$ cat config.mk
export PLATFORM = sky130hd
export DESIGN_NAME = id_stage
export DESIGN_NICKNAME = d
export VERILOG_FILES = /design/src/id_pkg.sv /design/src/id_branch_unit.sv /design/src/id_decoder.sv /design/src/id_gpr_file.sv /design/src/id_gpr_forward.sv /design/src/id_stage.sv /design/src/id_stage_ctrl.sv
export VERILOG_INCLUDE_DIRS = /design/src
export SDC_FILE = /design/constraint.sdc
export NUM_CORES = 2
export LEC_CHECK = 0
export BUFFER_PORTS_ARGS = -buffer_cell sky130_fd_sc_hd__buf_2
export CAP_MARGIN = 10
export CORE_ASPECT_RATIO = 0.8
export CORE_UTILIZATION = 62
export DETAILED_ROUTE_END_ITERATION = 8
export GPL_TIMING_DRIVEN = 0
export PLACE_DENSITY = 0.88
export SYNTH_ARGS = -nofsm -noshare
export SYNTH_HDL_FRONTEND = slang
export SYNTH_SLANG_ARGS = --single-unit
$ cat constraint.sdc
create_clock -name i_clk -period 10.2 [get_ports i_clk]
set_clock_uncertainty 0.1 [all_clocks]
set_input_delay 0 -clock i_clk [delete_from_list [all_inputs] [get_ports i_clk]]
set_output_delay 0 -clock i_clk [all_outputs]
set_load 0.005 [all_outputs]
$ cat src/id_consts.svh
// decode stage constants: widths, register counts and rv64 opcode encodings
`ifndef ID_CONSTS_SVH
`define ID_CONSTS_SVH

`define XLEN         64
`define INST_W       32
`define GPR_ADDR_W   5
`define GPR_NUM      32
`define NUM_BYPASS   3  // execute, memory, writeback
`define NUM_RD_PORTS 2
`define A0_REG       10 // ebreak result register

// base opcodes in inst[6:0]
`define OP_IMM       7'b0010011
`define OP           7'b0110011
`define LUI          7'b0110111
`define AUIPC        7'b0010111
`define JAL          7'b1101111
`define JALR         7'b1100111
`define BRANCH       7'b1100011
`define LOAD         7'b0000011
`define STORE        7'b0100011
`define SYSTEM       7'b1110011

// funct fields of the kept subset
`define F3_ADD       3'b000
`define F3_BEQ       3'b000
`define F3_BNE       3'b001
`define F3_BLT       3'b100
`define F3_BGE       3'b101
`define F3_D         3'b011 // ld / sd
`define F7_BASE      7'b0000000
`define F7_SUB       7'b0100000
`define EBREAK_INST  32'h0010_0073

`endif

$ cat src/id_pkg.sv
// decode stage package: vector types, operation enums and stage buses
`include "id_consts.svh"

package id_pkg;

  typedef logic [`XLEN-1:0]       word_t;
  typedef logic [`INST_W-1:0]     inst_t;
  typedef logic [`GPR_ADDR_W-1:0] gpr_addr_t;

  typedef enum logic [4:0] {
    ALU_ADD    = 5'd0,
    ALU_SUB    = 5'd1,
    ALU_PASS_B = 5'd2   // lui
  } alu_op_e;

  typedef enum logic {
    SRC1_RS1 = 1'b0,
    SRC1_PC  = 1'b1
  } alu_src1_e;

  typedef enum logic [1:0] {
    SRC2_RS2  = 2'd0,
    SRC2_IMM  = 2'd1,
    SRC2_FOUR = 2'd2    // link address for jal / jalr
  } alu_src2_e;

  typedef enum logic [2:0] {
    BR_BEQ  = 3'd0,
    BR_BNE  = 3'd1,
    BR_BLT  = 3'd2,
    BR_BGE  = 3'd3,
    BR_JAL  = 3'd4,
    BR_JALR = 3'd5
  } br_func_e;

  typedef struct packed {
    inst_t inst;
    word_t pc;
  } fs_to_ds_t;

  // rd of zero means the stage writes nothing
  typedef struct packed {
    gpr_addr_t rd;
    word_t     result;
  } bypass_t;

  typedef struct packed {
    logic      wen;
    gpr_addr_t addr;
    word_t     data;
  } wb_gpr_t;

  typedef struct packed {
    logic  taken;
    logic  sel;
    word_t target;
  } br_bus_t;

  typedef struct packed {
    alu_src1_e alu_src1;
    alu_src2_e alu_src2;
    alu_op_e   alu_op;
    gpr_addr_t rd;
    logic      gpr_wen;
    logic      mem_ren;
    logic      mem_wen;
    logic [2:0] mem_op;  // funct3 of ld / sd
    logic      ebreak_sel;
    logic      invalid_inst_sel;
  } dec_ctrl_t;

  typedef struct packed {
    word_t     rs1data;
    word_t     rs2data;
    word_t     imm;
    word_t     pc;
    dec_ctrl_t ctrl;
  } ds_to_es_t;

endpackage

$ cat src/id_branch_unit.sv
// branch unit: resolves branches and jumps in decode and drives the redirect bus to fetch
module id_branch_unit (
  input  id_pkg::word_t    i_pc,
  input  id_pkg::word_t    i_fs_pc,
  input  id_pkg::word_t    i_rs1data,
  input  id_pkg::word_t    i_rs2data,
  input  id_pkg::word_t    i_imm,
  input  logic             i_bren,
  input  id_pkg::br_func_e i_brfunc,
  output id_pkg::br_bus_t  o_br_bus
);
  import id_pkg::*;

  logic  cond;
  word_t base;
  word_t sum;

  always_comb begin
    case (i_brfunc)
      BR_BEQ:  cond = (i_rs1data == i_rs2data);
      BR_BNE:  cond = (i_rs1data != i_rs2data);
      BR_BLT:  cond = ($signed(i_rs1data) < $signed(i_rs2data));
      BR_BGE:  cond = ($signed(i_rs1data) >= $signed(i_rs2data));
      BR_JAL,
      BR_JALR: cond = 1'b1;
      default: cond = 1'b0;
    endcase
  end

  assign base = (i_brfunc == BR_JALR) ? i_rs1data : i_pc;
  assign sum  = base + i_imm;

  assign o_br_bus.sel    = i_bren && cond;
  assign o_br_bus.target = (i_brfunc == BR_JALR) ? {sum[63:1], 1'b0} : sum;
  // no redirect while fetch is already on the right path
  assign o_br_bus.taken  = o_br_bus.sel && (o_br_bus.target != i_fs_pc);

endmodule

$ cat src/id_decoder.sv
// instruction decoder for the rv64 integer subset: indices, immediate and control
`include "id_consts.svh"

module id_decoder (
  input  id_pkg::inst_t     i_inst,
  output id_pkg::gpr_addr_t o_rs [`NUM_RD_PORTS],
  output id_pkg::word_t     o_imm,
  output id_pkg::dec_ctrl_t o_ctrl,
  output logic              o_bren,
  output id_pkg::br_func_e  o_brfunc
);
  import id_pkg::*;

  logic [6:0] opcode;
  logic [2:0] funct3;
  logic [6:0] funct7;
  word_t      imm_i;
  word_t      imm_s;
  word_t      imm_b;
  word_t      imm_u;
  word_t      imm_j;

  assign opcode  = i_inst[6:0];
  assign funct3  = i_inst[14:12];
  assign funct7  = i_inst[31:25];
  assign o_rs[0] = i_inst[19:15];
  assign o_rs[1] = i_inst[24:20];

  assign imm_i = {{52{i_inst[31]}}, i_inst[31:20]};
  assign imm_s = {{52{i_inst[31]}}, i_inst[31:25], i_inst[11:7]};
  assign imm_b = {{52{i_inst[31]}}, i_inst[7], i_inst[30:25], i_inst[11:8], 1'b0};
  assign imm_u = {{32{i_inst[31]}}, i_inst[31:12], 12'b0};
  assign imm_j = {{44{i_inst[31]}}, i_inst[19:12], i_inst[20], i_inst[30:21], 1'b0};

  always_comb begin
    o_ctrl          = '0;
    o_ctrl.alu_src1 = SRC1_RS1;
    o_ctrl.alu_src2 = SRC2_RS2;
    o_ctrl.alu_op   = ALU_ADD;
    o_imm           = imm_i;
    o_bren          = 1'b0;
    o_brfunc        = BR_BEQ;
    case (opcode)
      `OP_IMM: begin
        if (funct3 == `F3_ADD) begin // addi
          o_ctrl.alu_src2 = SRC2_IMM;
          o_ctrl.gpr_wen  = 1'b1;
        end else begin
          o_ctrl.invalid_inst_sel = 1'b1;
        end
      end
      `OP: begin
        if (funct3 == `F3_ADD && funct7 == `F7_BASE) begin
          o_ctrl.gpr_wen = 1'b1;
        end else if (funct3 == `F3_ADD && funct7 == `F7_SUB) begin
          o_ctrl.alu_op  = ALU_SUB;
          o_ctrl.gpr_wen = 1'b1;
        end else begin
          o_ctrl.invalid_inst_sel = 1'b1;
        end
      end
      `LUI: begin
        o_imm           = imm_u;
        o_ctrl.alu_src2 = SRC2_IMM;
        o_ctrl.alu_op   = ALU_PASS_B;
        o_ctrl.gpr_wen  = 1'b1;
      end
      `AUIPC: begin
        o_imm           = imm_u;
        o_ctrl.alu_src1 = SRC1_PC;
        o_ctrl.alu_src2 = SRC2_IMM;
        o_ctrl.gpr_wen  = 1'b1;
      end
      `JAL: begin
        o_imm           = imm_j;
        o_ctrl.alu_src1 = SRC1_PC; // rd = pc + 4
        o_ctrl.alu_src2 = SRC2_FOUR;
        o_ctrl.gpr_wen  = 1'b1;
        o_bren          = 1'b1;
        o_brfunc        = BR_JAL;
      end
      `JALR: begin
        if (funct3 == `F3_ADD) begin
          o_ctrl.alu_src1 = SRC1_PC;
          o_ctrl.alu_src2 = SRC2_FOUR;
          o_ctrl.gpr_wen  = 1'b1;
          o_bren          = 1'b1;
          o_brfunc        = BR_JALR;
        end else begin
          o_ctrl.invalid_inst_sel = 1'b1;
        end
      end
      `BRANCH: begin
        o_imm  = imm_b;
        o_bren = 1'b1;
        case (funct3)
          `F3_BEQ: o_brfunc = BR_BEQ;
          `F3_BNE: o_brfunc = BR_BNE;
          `F3_BLT: o_brfunc = BR_BLT;
          `F3_BGE: o_brfunc = BR_BGE;
          default: begin
            o_bren                  = 1'b0;
            o_ctrl.invalid_inst_sel = 1'b1;
          end
        endcase
      end
      `LOAD: begin
        if (funct3 == `F3_D) begin // ld
          o_ctrl.alu_src2 = SRC2_IMM;
          o_ctrl.gpr_wen  = 1'b1;
          o_ctrl.mem_ren  = 1'b1;
          o_ctrl.mem_op   = funct3;
        end else begin
          o_ctrl.invalid_inst_sel = 1'b1;
        end
      end
      `STORE: begin
        o_imm = imm_s;
        if (funct3 == `F3_D) begin // sd
          o_ctrl.alu_src2 = SRC2_IMM;
          o_ctrl.mem_wen  = 1'b1;
          o_ctrl.mem_op   = funct3;
        end else begin
          o_ctrl.invalid_inst_sel = 1'b1;
        end
      end
      `SYSTEM: begin
        if (i_inst == `EBREAK_INST) o_ctrl.ebreak_sel = 1'b1;
        else o_ctrl.invalid_inst_sel = 1'b1;
      end
      default: o_ctrl.invalid_inst_sel = 1'b1;
    endcase
    o_ctrl.rd = o_ctrl.gpr_wen ? i_inst[11:7] : '0; // zero rd marks no write downstream
  end

endmodule

$ cat src/id_gpr_file.sv
// general register file: 32 x 64, combinational reads, one write port, x0 fixed at zero
`include "id_consts.svh"

module id_gpr_file (
  input  logic              i_clk,
  input  logic              i_rst_n,
  input  id_pkg::gpr_addr_t i_raddr [`NUM_RD_PORTS],
  output id_pkg::word_t     o_rdata [`NUM_RD_PORTS],
  input  id_pkg::wb_gpr_t   i_wb
);
  import id_pkg::*;

  word_t regs [`GPR_NUM];

  always_ff @(posedge i_clk) begin
    if (!i_rst_n) begin
      for (int i = 0; i < `GPR_NUM; i++) begin
        regs[i] <= '0;
      end
    end else if (i_wb.wen && i_wb.addr != '0) begin
      regs[i_wb.addr] <= i_wb.data;
    end
  end

  // a same-cycle write reaches the operands through forwarding
  always_comb begin
    for (int p = 0; p < `NUM_RD_PORTS; p++) begin
      o_rdata[p] = (i_raddr[p] == '0) ? '0 : regs[i_raddr[p]];
    end
  end

endmodule

$ cat src/id_gpr_forward.sv
// operand forwarding: picks one source operand from the bypass buses or the register file
`include "id_consts.svh"

module id_gpr_forward (
  input  id_pkg::gpr_addr_t i_rs,
  input  id_pkg::word_t     i_rf_data,
  input  id_pkg::bypass_t   i_bypass [`NUM_BYPASS],
  output id_pkg::word_t     o_data
);
  import id_pkg::*;

  // walk oldest to youngest so execute overrides memory and writeback
  always_comb begin
    o_data = i_rf_data;
    for (int i = `NUM_BYPASS - 1; i >= 0; i--) begin
      if (i_bypass[i].rd != '0 && i_bypass[i].rd == i_rs) begin
        o_data = i_bypass[i].result;
      end
    end
  end

endmodule

$ cat src/id_stage.sv
// decode stage top: slot, decoder, register file, operand forwarding and branch unit
`include "id_consts.svh"

module id_stage (
  input  logic              i_clk,
  input  logic              i_rst_n,
  input  logic              i_fs_to_ds_valid,
  input  id_pkg::fs_to_ds_t i_fs_to_ds,
  input  logic              i_es_allowin,
  input  id_pkg::wb_gpr_t   i_wb,
  input  id_pkg::bypass_t   i_bypass [`NUM_BYPASS],
  output logic              o_ds_allowin,
  output logic              o_ds_to_es_valid,
  output id_pkg::ds_to_es_t o_ds_to_es,
  output id_pkg::br_bus_t   o_br_bus
);
  import id_pkg::*;

  fs_to_ds_t slot;
  gpr_addr_t rs [`NUM_RD_PORTS];
  word_t     rf_data [`NUM_RD_PORTS];
  word_t     fwd_data [`NUM_RD_PORTS];
  word_t     imm;
  dec_ctrl_t ctrl;
  logic      bren;
  logic      br_en;
  br_func_e  brfunc;

  id_stage_ctrl u_ctrl (
    .i_clk            (i_clk),
    .i_rst_n          (i_rst_n),
    .i_fs_to_ds_valid (i_fs_to_ds_valid),
    .i_fs_to_ds       (i_fs_to_ds),
    .i_es_allowin     (i_es_allowin),
    .i_br_taken       (o_br_bus.taken),
    .i_ebreak_sel     (ctrl.ebreak_sel),
    .i_bypass         (i_bypass),
    .o_ds_allowin     (o_ds_allowin),
    .o_ds_to_es_valid (o_ds_to_es_valid),
    .o_slot           (slot)
  );

  id_decoder u_dec (
    .i_inst   (slot.inst),
    .o_rs     (rs),
    .o_imm    (imm),
    .o_ctrl   (ctrl),
    .o_bren   (bren),
    .o_brfunc (brfunc)
  );

  id_gpr_file u_gpr (
    .i_clk   (i_clk),
    .i_rst_n (i_rst_n),
    .i_raddr (rs),
    .o_rdata (rf_data),
    .i_wb    (i_wb)
  );

  for (genvar p = 0; p < `NUM_RD_PORTS; p++) begin : g_fwd
    id_gpr_forward u_fwd (
      .i_rs      (rs[p]),
      .i_rf_data (rf_data[p]),
      .i_bypass  (i_bypass),
      .o_data    (fwd_data[p])
    );
  end

  assign br_en = bren && o_ds_to_es_valid; // empty slot never redirects

  id_branch_unit u_bru (
    .i_pc      (slot.pc),
    .i_fs_pc   (i_fs_to_ds.pc),
    .i_rs1data (fwd_data[0]),
    .i_rs2data (fwd_data[1]),
    .i_imm     (imm),
    .i_bren    (br_en),
    .i_brfunc  (brfunc),
    .o_br_bus  (o_br_bus)
  );

  assign o_ds_to_es = '{
    rs1data: fwd_data[0],
    rs2data: fwd_data[1],
    imm:     imm,
    pc:      slot.pc,
    ctrl:    ctrl
  };

  // the inst fetch presents during a redirect must not reach execute
  a_squash: assert property (@(posedge i_clk) disable iff (!i_rst_n)
    o_br_bus.taken && o_ds_allowin |=> !o_ds_to_es_valid)
    else $error("wrong-path inst survived a redirect");

endmodule

$ cat src/id_stage_ctrl.sv
// decode slot control: input register, valid/allowin handshake, squash and ebreak stall
`include "id_consts.svh"

module id_stage_ctrl (
  input  logic              i_clk,
  input  logic              i_rst_n,
  input  logic              i_fs_to_ds_valid,
  input  id_pkg::fs_to_ds_t i_fs_to_ds,
  input  logic              i_es_allowin,
  input  logic              i_br_taken,
  input  logic              i_ebreak_sel,
  input  id_pkg::bypass_t   i_bypass [`NUM_BYPASS],
  output logic              o_ds_allowin,
  output logic              o_ds_to_es_valid,
  output id_pkg::fs_to_ds_t o_slot
);
  import id_pkg::*;

  logic      ds_valid;
  logic      a0_pending;
  logic      ready_go;
  fs_to_ds_t slot_q;

  // a later stage still owes a0
  always_comb begin
    a0_pending = 1'b0;
    for (int i = 0; i < `NUM_BYPASS; i++) begin
      if (i_bypass[i].rd == gpr_addr_t'(`A0_REG)) a0_pending = 1'b1;
    end
  end

  assign ready_go         = ~(i_ebreak_sel && a0_pending);
  assign o_ds_allowin     = !ds_valid || (ready_go && i_es_allowin);
  assign o_ds_to_es_valid = ds_valid && ready_go;
  assign o_slot           = slot_q;

  always_ff @(posedge i_clk) begin
    if (!i_rst_n) begin
      ds_valid <= 1'b0;
    end else if (o_ds_allowin) begin
      ds_valid <= i_fs_to_ds_valid && !i_br_taken; // wrong-path inst dropped
    end
  end

  always_ff @(posedge i_clk) begin
    if (i_fs_to_ds_valid && o_ds_allowin) slot_q <= i_fs_to_ds;
  end

  // an outgoing inst was really loaded from fetch
  a_out_valid: assert property (@(posedge i_clk) disable iff (!i_rst_n)
    o_ds_to_es_valid |-> !$isunknown(slot_q))
    else $error("decode output valid without a loaded slot");

  a_hold: assert property (@(posedge i_clk) disable iff (!i_rst_n)
    o_ds_to_es_valid && !i_es_allowin |=> ds_valid && $stable(slot_q))
    else $error("decode slot changed under back-pressure");

endmodule

==> results of run 1 <==
[Yosys cell counts (9+ instances only)]
library cell	count	area, um^2
sky130_fd_sc_hd__or3_1	20	125.1
sky130_fd_sc_hd__nor3_1	34	170.2
sky130_fd_sc_hd__o22ai_1	9	56.30
sky130_fd_sc_hd__nand4_1	60	375.4
sky130_fd_sc_hd__inv_1	99	371.6
sky130_fd_sc_hd__edfxtp_1	2144	64380
sky130_fd_sc_hd__buf_1	102	382.9
sky130_fd_sc_hd__or2_2	9	56.30
sky130_fd_sc_hd__a21o_1	59	442.9
sky130_fd_sc_hd__a22oi_1	11	82.58
sky130_fd_sc_hd__xnor2_1	84	735.7
sky130_fd_sc_hd__o21a_1	37	277.8
sky130_fd_sc_hd__nand3_1	37	185.2
sky130_fd_sc_hd__buf_2	29	145.1
sky130_fd_sc_hd__o31ai_1	10	75.07
sky130_fd_sc_hd__nor2_1	198	743.2
sky130_fd_sc_hd__dfxtp_1	11	220.2
sky130_fd_sc_hd__nor2b_1	10	62.56
sky130_fd_sc_hd__o21ai_0	278	1391
sky130_fd_sc_hd__mux2i_1	74	740.7
sky130_fd_sc_hd__a21oi_1	176	880.8
sky130_fd_sc_hd__buf_4	104	780.8
sky130_fd_sc_hd__xor2_1	66	578.1
sky130_fd_sc_hd__clkbuf_1	711	2669
sky130_fd_sc_hd__nand3b_1	11	82.58
sky130_fd_sc_hd__a221o_1	65	650.6
sky130_fd_sc_hd__nor4_1	27	168.9
sky130_fd_sc_hd__a211oi_1	10	75.07
sky130_fd_sc_hd__and2_1	2005	12540
sky130_fd_sc_hd__mux4_2	1276	28740
sky130_fd_sc_hd__o211ai_1	73	548.0
sky130_fd_sc_hd__o21bai_1	12	90.09
sky130_fd_sc_hd__mux2_2	140	1577
sky130_fd_sc_hd__nand2_1	253	949.7
sky130_fd_sc_hd__ha_1	127	1589
[metrics by stage]
| step | TNS [ns] | instance area (um^2) | utilization | setup slack, ns |
|---|---|---|---|---|
| after floorplan | 0 | 124700 | - | 3.129 |
| after detailed placement | -4.261 | 136700 | 0.6875 | -1.882 |
| after CTS | 0 | 147100 | 0.7403 | 0.001695 |
| after global placement | -8736.21 | 131600 | 0.6621 | -5.001 |
[routing by layer]
metal | overflow | GRT usage
met1 | 1 | 0.7606
met2 | 7 | 0.8891
met3 | 0 | 0.5843
met4 | 8 | 0.6974
met5 | 0 | 0.4008
[kinds of logic after synthesis]
logic type / count (synthesis)
AOI/OAI and AO/OA: 841
xor gates and xnor gates: 155
adders and majority gates: 128
buffers and inverters: 1048
DFF: 2155
muxes: 1490
other: 1
and+or+nand+nor: 2717
[timing repair]
| item | CTS |
|---|---|
| endpoints found under the setup margin | 33 |
| hold endpoints to repair | 2091 |
| hold buffers | 299 |
| pin swaps | 5 |
| resized for setup | 245 |
| setup buffers | 2 |
==> metrics.txt, run 1 <==
# TYPE chip_impl_metric gauge
chip_impl_info{name="status",value="aborted with a tool error"} 1
chip_impl_info{name="stop_stage",value="5_1_grt"} 1
chip_impl_info{name="error",value="[ERROR GRT-0116] Global routing finished with congestion. Check the congestion regions in the DRC Viewer."} 1
chip_impl_metric{name="synthSimpleGateAreaFrac",unit=""} 0.1277
chip_impl_metric{name="cts.sink_count",unit=""} 2155
chip_impl_metric{name="portBuffers",unit=""} 716
chip_impl_metric{name="row_count",unit=""} 146
chip_impl_metric{name="place_congestion",unit=""} 1.116
chip_impl_metric{name="netlist_instances",unit=""} 8535
chip_impl_metric{name="fp.dieH",unit="um"} 402.7
chip_impl_metric{name="grt_start_max_net_pins",unit=""} 58
chip_impl_metric{name="multiplexer_share_of_the_synthesized_area",unit=""} 0.2496
chip_impl_metric{name="ys_types",unit=""} 97
chip_impl_metric{name="synth_area_per_cell",unit="um^2"} 14.58
chip_impl_metric{name="synth_seq_cells",unit=""} 2155
chip_impl_metric{name="yosysSeqAreaShare",unit=""} 0.5192
chip_impl_metric{name="post_synth_instance_area",unit="mm^2"} 0.1244
chip_impl_metric{name="synth_async_sr_flop_share",unit=""} 0
chip_impl_metric{name="synth_enable_flop_cells",unit=""} 2144
chip_impl_metric{name="num_io_pins",unit=""} 722
chip_impl_metric{name="post_synth_xor_xnor_area",unit=""} 0.01148
chip_impl_info{name="cts_root_buffer",value="sky130_fd_sc_hd__clkbuf_16"} 1
chip_impl_metric{name="grt_pass1_vias",unit=""} 113300
chip_impl_metric{name="synthAdderAreaFrac",unit=""} 0.01293
chip_impl_info{name="dominant_combinational_cell_family_by_area_after_synthesis",value="multiplexers"} 1
chip_impl_metric{name="share_of_the_synthesized_area_in_compound_gates_ao_oa_aoi_oai",unit=""} 0.04398
chip_impl_metric{name="start_util",unit=""} 0.6261
chip_impl_metric{name="grt_overflow_total",unit=""} 16
chip_impl_metric{name="die-width",unit="um"} 502.9
chip_impl_metric{name="numCtsBuffers",unit=""} 205
chip_impl_metric{name="yosysWarnings",unit=""} 0
chip_impl_metric{name="max-clock-path-buffers",unit=""} 3
chip_impl_info{name="postSynth.topFlopCell",value="sky130_fd_sc_hd__edfxtp_1"} 1
chip_impl_metric{name="cts_max_level",unit=""} 4
chip_impl_metric{name="grt_util_all_layers",unit=""} 0.7397
chip_impl_metric{name="dp_hpwl",unit="um"} 490000
chip_impl_metric{name="grt_pass1_wl",unit="um"} 993700
chip_impl_metric{name="dp_cells",unit=""} 12210
==> inputs of run 2 (changes only) <==
--- a/config.mk
+++ b/config.mk
@@ -8,11 +8,10 @@
 export LEC_CHECK = 0
 export BUFFER_PORTS_ARGS = -buffer_cell sky130_fd_sc_hd__buf_2
 export CAP_MARGIN = 10
-export CORE_ASPECT_RATIO = 0.8
-export CORE_UTILIZATION = 62
+export CORE_UTILIZATION = 40
 export DETAILED_ROUTE_END_ITERATION = 8
 export GPL_TIMING_DRIVEN = 0
-export PLACE_DENSITY = 0.88
+export PLACE_DENSITY_LB_ADDON = 0.15
 export SYNTH_ARGS = -nofsm -noshare
 export SYNTH_HDL_FRONTEND = slang
 export SYNTH_SLANG_ARGS = --single-unit
==> run 2 against run 1 <==
  * The flow now finishes, with violations (DRC, capacitance limit, slew limit, setup timing)
  * Area after synthesis unchanged
  * Synthesized cell count stayed put
==> metrics.txt, run 2 <==
# TYPE chip_impl_metric gauge
chip_impl_info{name="status",value="finished with violations"} 1
chip_impl_info{name="violations",value="DRC, capacitance limit, slew limit, setup timing"} 1
chip_impl_info{name="slowest_stage",value="sky130_fd_sc_hd__nand4_1"} 1
chip_impl_metric{name="synth_enable_flop_cells",unit=""} 2144
chip_impl_info{name="hp-class",value="input port to register"} 1
chip_impl_metric{name="die-width",unit="um"} 559.7
chip_impl_info{name="setup_crit_start_kind",value="register"} 1
chip_impl_metric{name="grt_overflow_total",unit=""} 0
chip_impl_metric{name="critPathBufInv",unit=""} 7
chip_impl_metric{name="hold_violations",unit=""} 0
chip_impl_metric{name="initial_antenna_violation_count",unit=""} 206
chip_impl_metric{name="grt_pass1_vias",unit=""} 93270
chip_impl_metric{name="initialDrtViolationCount",unit=""} 16080
chip_impl_metric{name="fp.dieH",unit="um"} 559.7
chip_impl_metric{name="grt_start_max_net_pins",unit=""} 55
chip_impl_metric{name="synth_seq_cells",unit=""} 2155
chip_impl_metric{name="numCtsBuffers",unit=""} 262
chip_impl_info{name="crit-reg2reg-capture",value="u_ctrl.ds_valid"} 1
chip_impl_metric{name="dp_hpwl",unit="um"} 531100
chip_impl_metric{name="grt_pass1_wl",unit="um"} 899600
chip_impl_metric{name="sequential_cell_area",unit="mm^2"} 0.06461
chip_impl_metric{name="postRouteWirelength",unit="um"} 699800
chip_impl_metric{name="finalCritPeriodShare",unit=""} 1.040
chip_impl_info{name="most_common_library_cell_in_the_layout_ignoring_fill_and_taps",value="sky130_fd_sc_hd__edfxtp_1"} 1
chip_impl_metric{name="cts.sink_count",unit=""} 2155
chip_impl_info{name="tritoncts",value="built"} 1
chip_impl_metric{name="place_congestion",unit=""} 1.014
chip_impl_metric{name="synth_top_cell_area_share",unit=""} 0.5174
chip_impl_metric{name="max_slew_margin",unit=""} -0.07862
chip_impl_metric{name="rrSetupSlack",unit="ns"} -0.01
chip_impl_metric{name="drt_pre_antenna_iters",unit=""} 9
chip_impl_metric{name="row_count",unit=""} 204
chip_impl_metric{name="cts_max_level",unit=""} 5
chip_impl_metric{name="post_synth_instance_area",unit="mm^2"} 0.1244
chip_impl_info{name="holdPathEnd",value="u_ctrl.o_slot[38]"} 1
chip_impl_metric{name="cts.reportedPaths.clkPinSlew",unit="ns"} 0.06
chip_impl_metric{name="final_max_slew_viol_count",unit=""} 3
chip_impl_metric{name="fin_setup_tns",unit="ns"} -0.5190
chip_impl_metric{name="postLayoutSetupSlackWorst",unit="ns"} -0.4078
chip_impl_info{name="yosys-top-cells-area",value="sky130_fd_sc_hd__edfxtp_1, sky130_fd_sc_hd__mux4_2, sky130_fd_sc_hd__and2_1, sky130_fd_sc_hd__clkbuf_1, sky130_fd_sc_hd__ha_1"} 1
chip_impl_metric{name="start_util",unit=""} 0.4026
chip_impl_metric{name="route.detailed.drc",unit=""} 419
chip_impl_metric{name="max-clock-path-buffers",unit=""} 4
chip_impl_metric{name="netlist_instances",unit=""} 8535
chip_impl_metric{name="fp.coreArea",unit="mm^2"} 0.3091
chip_impl_metric{name="drive_gt1_frac",unit=""} 0.3185
chip_impl_info{name="yosys.area.top_type",value="sky130_fd_sc_hd__edfxtp_1"} 1
chip_impl_metric{name="power.density",unit="mW/mm^2"} 176.9
chip_impl_metric{name="tightest_slew",unit="ns"} 1.573
chip_impl_metric{name="critical_path.max_stage_delay",unit="ns"} 0.96
chip_impl_metric{name="max_freq",unit="MHz"} 94.27
chip_impl_info{name="post-synth-top-count-cell",value="sky130_fd_sc_hd__edfxtp_1"} 1
chip_impl_metric{name="yosysWarnings",unit=""} 0
chip_impl_metric{name="routed_via_density",unit=""} 6.682
chip_impl_info{name="worstSetupPathType",value="register to primary output"} 1
chip_impl_info{name="post_synth_most_frequent_cells",value="sky130_fd_sc_hd__edfxtp_1, sky130_fd_sc_hd__and2_1, sky130_fd_sc_hd__mux4_2"} 1
chip_impl_info{name="timing.critical_path.cells",value="clkbuf_1 > clkbuf_2 > clkbuf_1 > buf_16 > buf_2 > mux2i_1 > o211ai_1 > o21ai_0 > nand2_1 > o21ai_0 > ha_1 > a21o_1 > a21o_1 > a21oi_1 > o21ai_0 > a41oi_1 > nand4_1 > a2111oi_1 > nand3_1 > a21boi_0 > nor3_2 > a21boi_0 > buf_4 > buf_2"} 1
chip_impl_metric{name="final_cell_count_no_fill",unit=""} 14610
chip_impl_metric{name="grt_util_all_layers",unit=""} 0.4396
chip_impl_metric{name="min_path_cells",unit=""} 2
chip_impl_metric{name="detailroute.via_count",unit=""} 97610
chip_impl_metric{name="insertion_delay",unit="ns"} 0.92
chip_impl_metric{name="maxCapViolations",unit=""} 3
chip_impl_metric{name="critical_path_arrival",unit="ns"} 10.51
chip_impl_metric{name="drt.antenna.violating_nets",unit=""} 0
chip_impl_metric{name="yosysSeqAreaShare",unit=""} 0.5192
chip_impl_metric{name="number_of_cells_on_the_worst_reg_to_reg_path",unit=""} 24
chip_impl_metric{name="layout.filler_cells",unit=""} 26990
chip_impl_metric{name="data_required_time_of_the_critical_path",unit="ns"} 10.10
chip_impl_metric{name="multi_input_area",unit="mm^2"} 0.05661
chip_impl_info{name="postSynth.topFlopCell",value="sky130_fd_sc_hd__edfxtp_1"} 1
chip_impl_metric{name="timing.final.setup_violations",unit=""} 3
chip_impl_metric{name="synth_area_per_cell",unit="um^2"} 14.58
chip_impl_metric{name="power.ir.vdd_worst",unit="mV"} 0.1353
chip_impl_info{name="min-delay-start",value="i_fs_to_ds[38]"} 1
chip_impl_metric{name="area_delta_synth_final",unit="%"} 21.90
chip_impl_metric{name="largest_reg_flops",unit=""} 2048
chip_impl_metric{name="ys_types",unit=""} 97
chip_impl_info{name="path_delay_family",value="buffers and inverters"} 1
chip_impl_info{name="cts_root_buffer",value="sky130_fd_sc_hd__clkbuf_16"} 1
chip_impl_info{name="unrepaired_setup_endpoints_after_global_routing",value="no"} 1
chip_impl_metric{name="fp.dieArea",unit="mm^2"} 0.3133
chip_impl_metric{name="path_max_fanout",unit=""} 11
chip_impl_metric{name="num_io_pins",unit=""} 722
chip_impl_info{name="path_common_cell",value="sky130_fd_sc_hd__o21ai_0"} 1
chip_impl_metric{name="dp_cells",unit=""} 13700
chip_impl_metric{name="dp_worst_setup_slack",unit="ns"} -3.357
chip_impl_metric{name="hold-worst-slack",unit="ns"} 0.03061
chip_impl_info{name="max_flop_register",value="u_gpr.regs"} 1
chip_impl_metric{name="portBuffers",unit=""} 716
chip_impl_metric{name="leakage",unit="nW"} 54.04
chip_impl_metric{name="average_routed_wire_per_standard_cell",unit="um"} 47.91
chip_impl_metric{name="period_minus_slack",unit="ns"} 10.61
chip_impl_info{name="critPathCaptureType",value="primary output"} 1
chip_impl_info{name="final_cell_mix",value="sky130_fd_sc_hd__edfxtp_1, sky130_fd_sc_hd__and2_1, sky130_fd_sc_hd__mux4_2"} 1
chip_impl_metric{name="synth_async_sr_flop_share",unit=""} 0
chip_impl_metric{name="final_net_count",unit=""} 10680
==> run 2: cell counts after synthesis <==
No cell type changed its count.
==> run 2: cell families (layout without fill, tap and decap cells) <==
group           after synthesis  count (layout)  share of synthesized area
compound gates              841             841                    0.04398
flops                      2155            2155                     0.5192
buf+inv                    1048            2812                    0.03511
xor+xnor                    155             155                    0.01148
other cells                   1             190                 0.00003014
mux                        1490            1490                     0.2496
simple gates               2717            2717                     0.1277
fa+ha+maj                   128             128                    0.01293
==> run 2: how the worst max path moves through the flow <==
stage | to | cells past startpoint | from
after floorplan | o_br_bus[65] | 26 | register
after global placement | u_gpr.regs[1][54] | 6 | i_rst_n
after detailed placement | o_br_bus[65] | 27 | register
final | o_br_bus[65] | 24 | register
after global routing | o_br_bus[65] | 25 | register
after CTS | o_br_bus[65] | 25 | register
==> run 2: per-layer routing <==
metal / GRT usage / share of wire / up-vias
met1: 0.5038 / 0.33 / 50220
met5: 0.004573 / 0.0010 / -
li1: - / - / 36330
met2: 0.6609 / 0.44 / 8538
met4: 0.3429 / 0.096 / 78
met3: 0.1700 / 0.14 / 2438
==> run 2: cell type report <==
cell class | count | share of cell area
Tap cell | 4120 | 0.03398
Timing Repair Buffer | 1317 | 0.08018
Multi-Input combinational cell | 5399 | 0.3732
Antenna cell | 122 | 0.002013
Clock buffer | 334 | 0.04549
Buffer | 939 | 0.03013
Inverter | 100 | 0.002508
Sequential cell | 2155 | 0.4259
Clock inverter | 122 | 0.006591
==> run 2: power breakdown <==
part           switching [mW]  internal (mW)  total, mW  leakage, nW
Sequential              0.282           10.2       10.5         20.5
Combinational            4.54           2.69       7.22         29.7
Clock                    4.10           4.99       9.09         3.85
==> run 2: stage by stage <==
| step | instance area, um^2 | power, mW | util |
|---|---|---|---|
| floorplan | 124700 | 13.87 | - |
| global placement | 133400 | 17.26 | 0.4316 |
| detailed placement | 139300 | 17.37 | 0.4506 |
| CTS | 151000 | 26.43 | 0.4884 |
| global route | 151400 | 27.13 | 0.4900 |
| finish | 151700 | 26.83 | 0.4907 |
==> run 2: timing repair <==
item                                     CTS  global route
endpoints found under the setup margin    41             3
gates resized for setup                  209           107
hold buffers                             307             0
pin swaps                                 11            11
endpoints found under the hold margin   2091             0
gates cloned                               0             0
buffers inserted                          11             6
No activity file was read; power rests on OpenSTA's default activity.
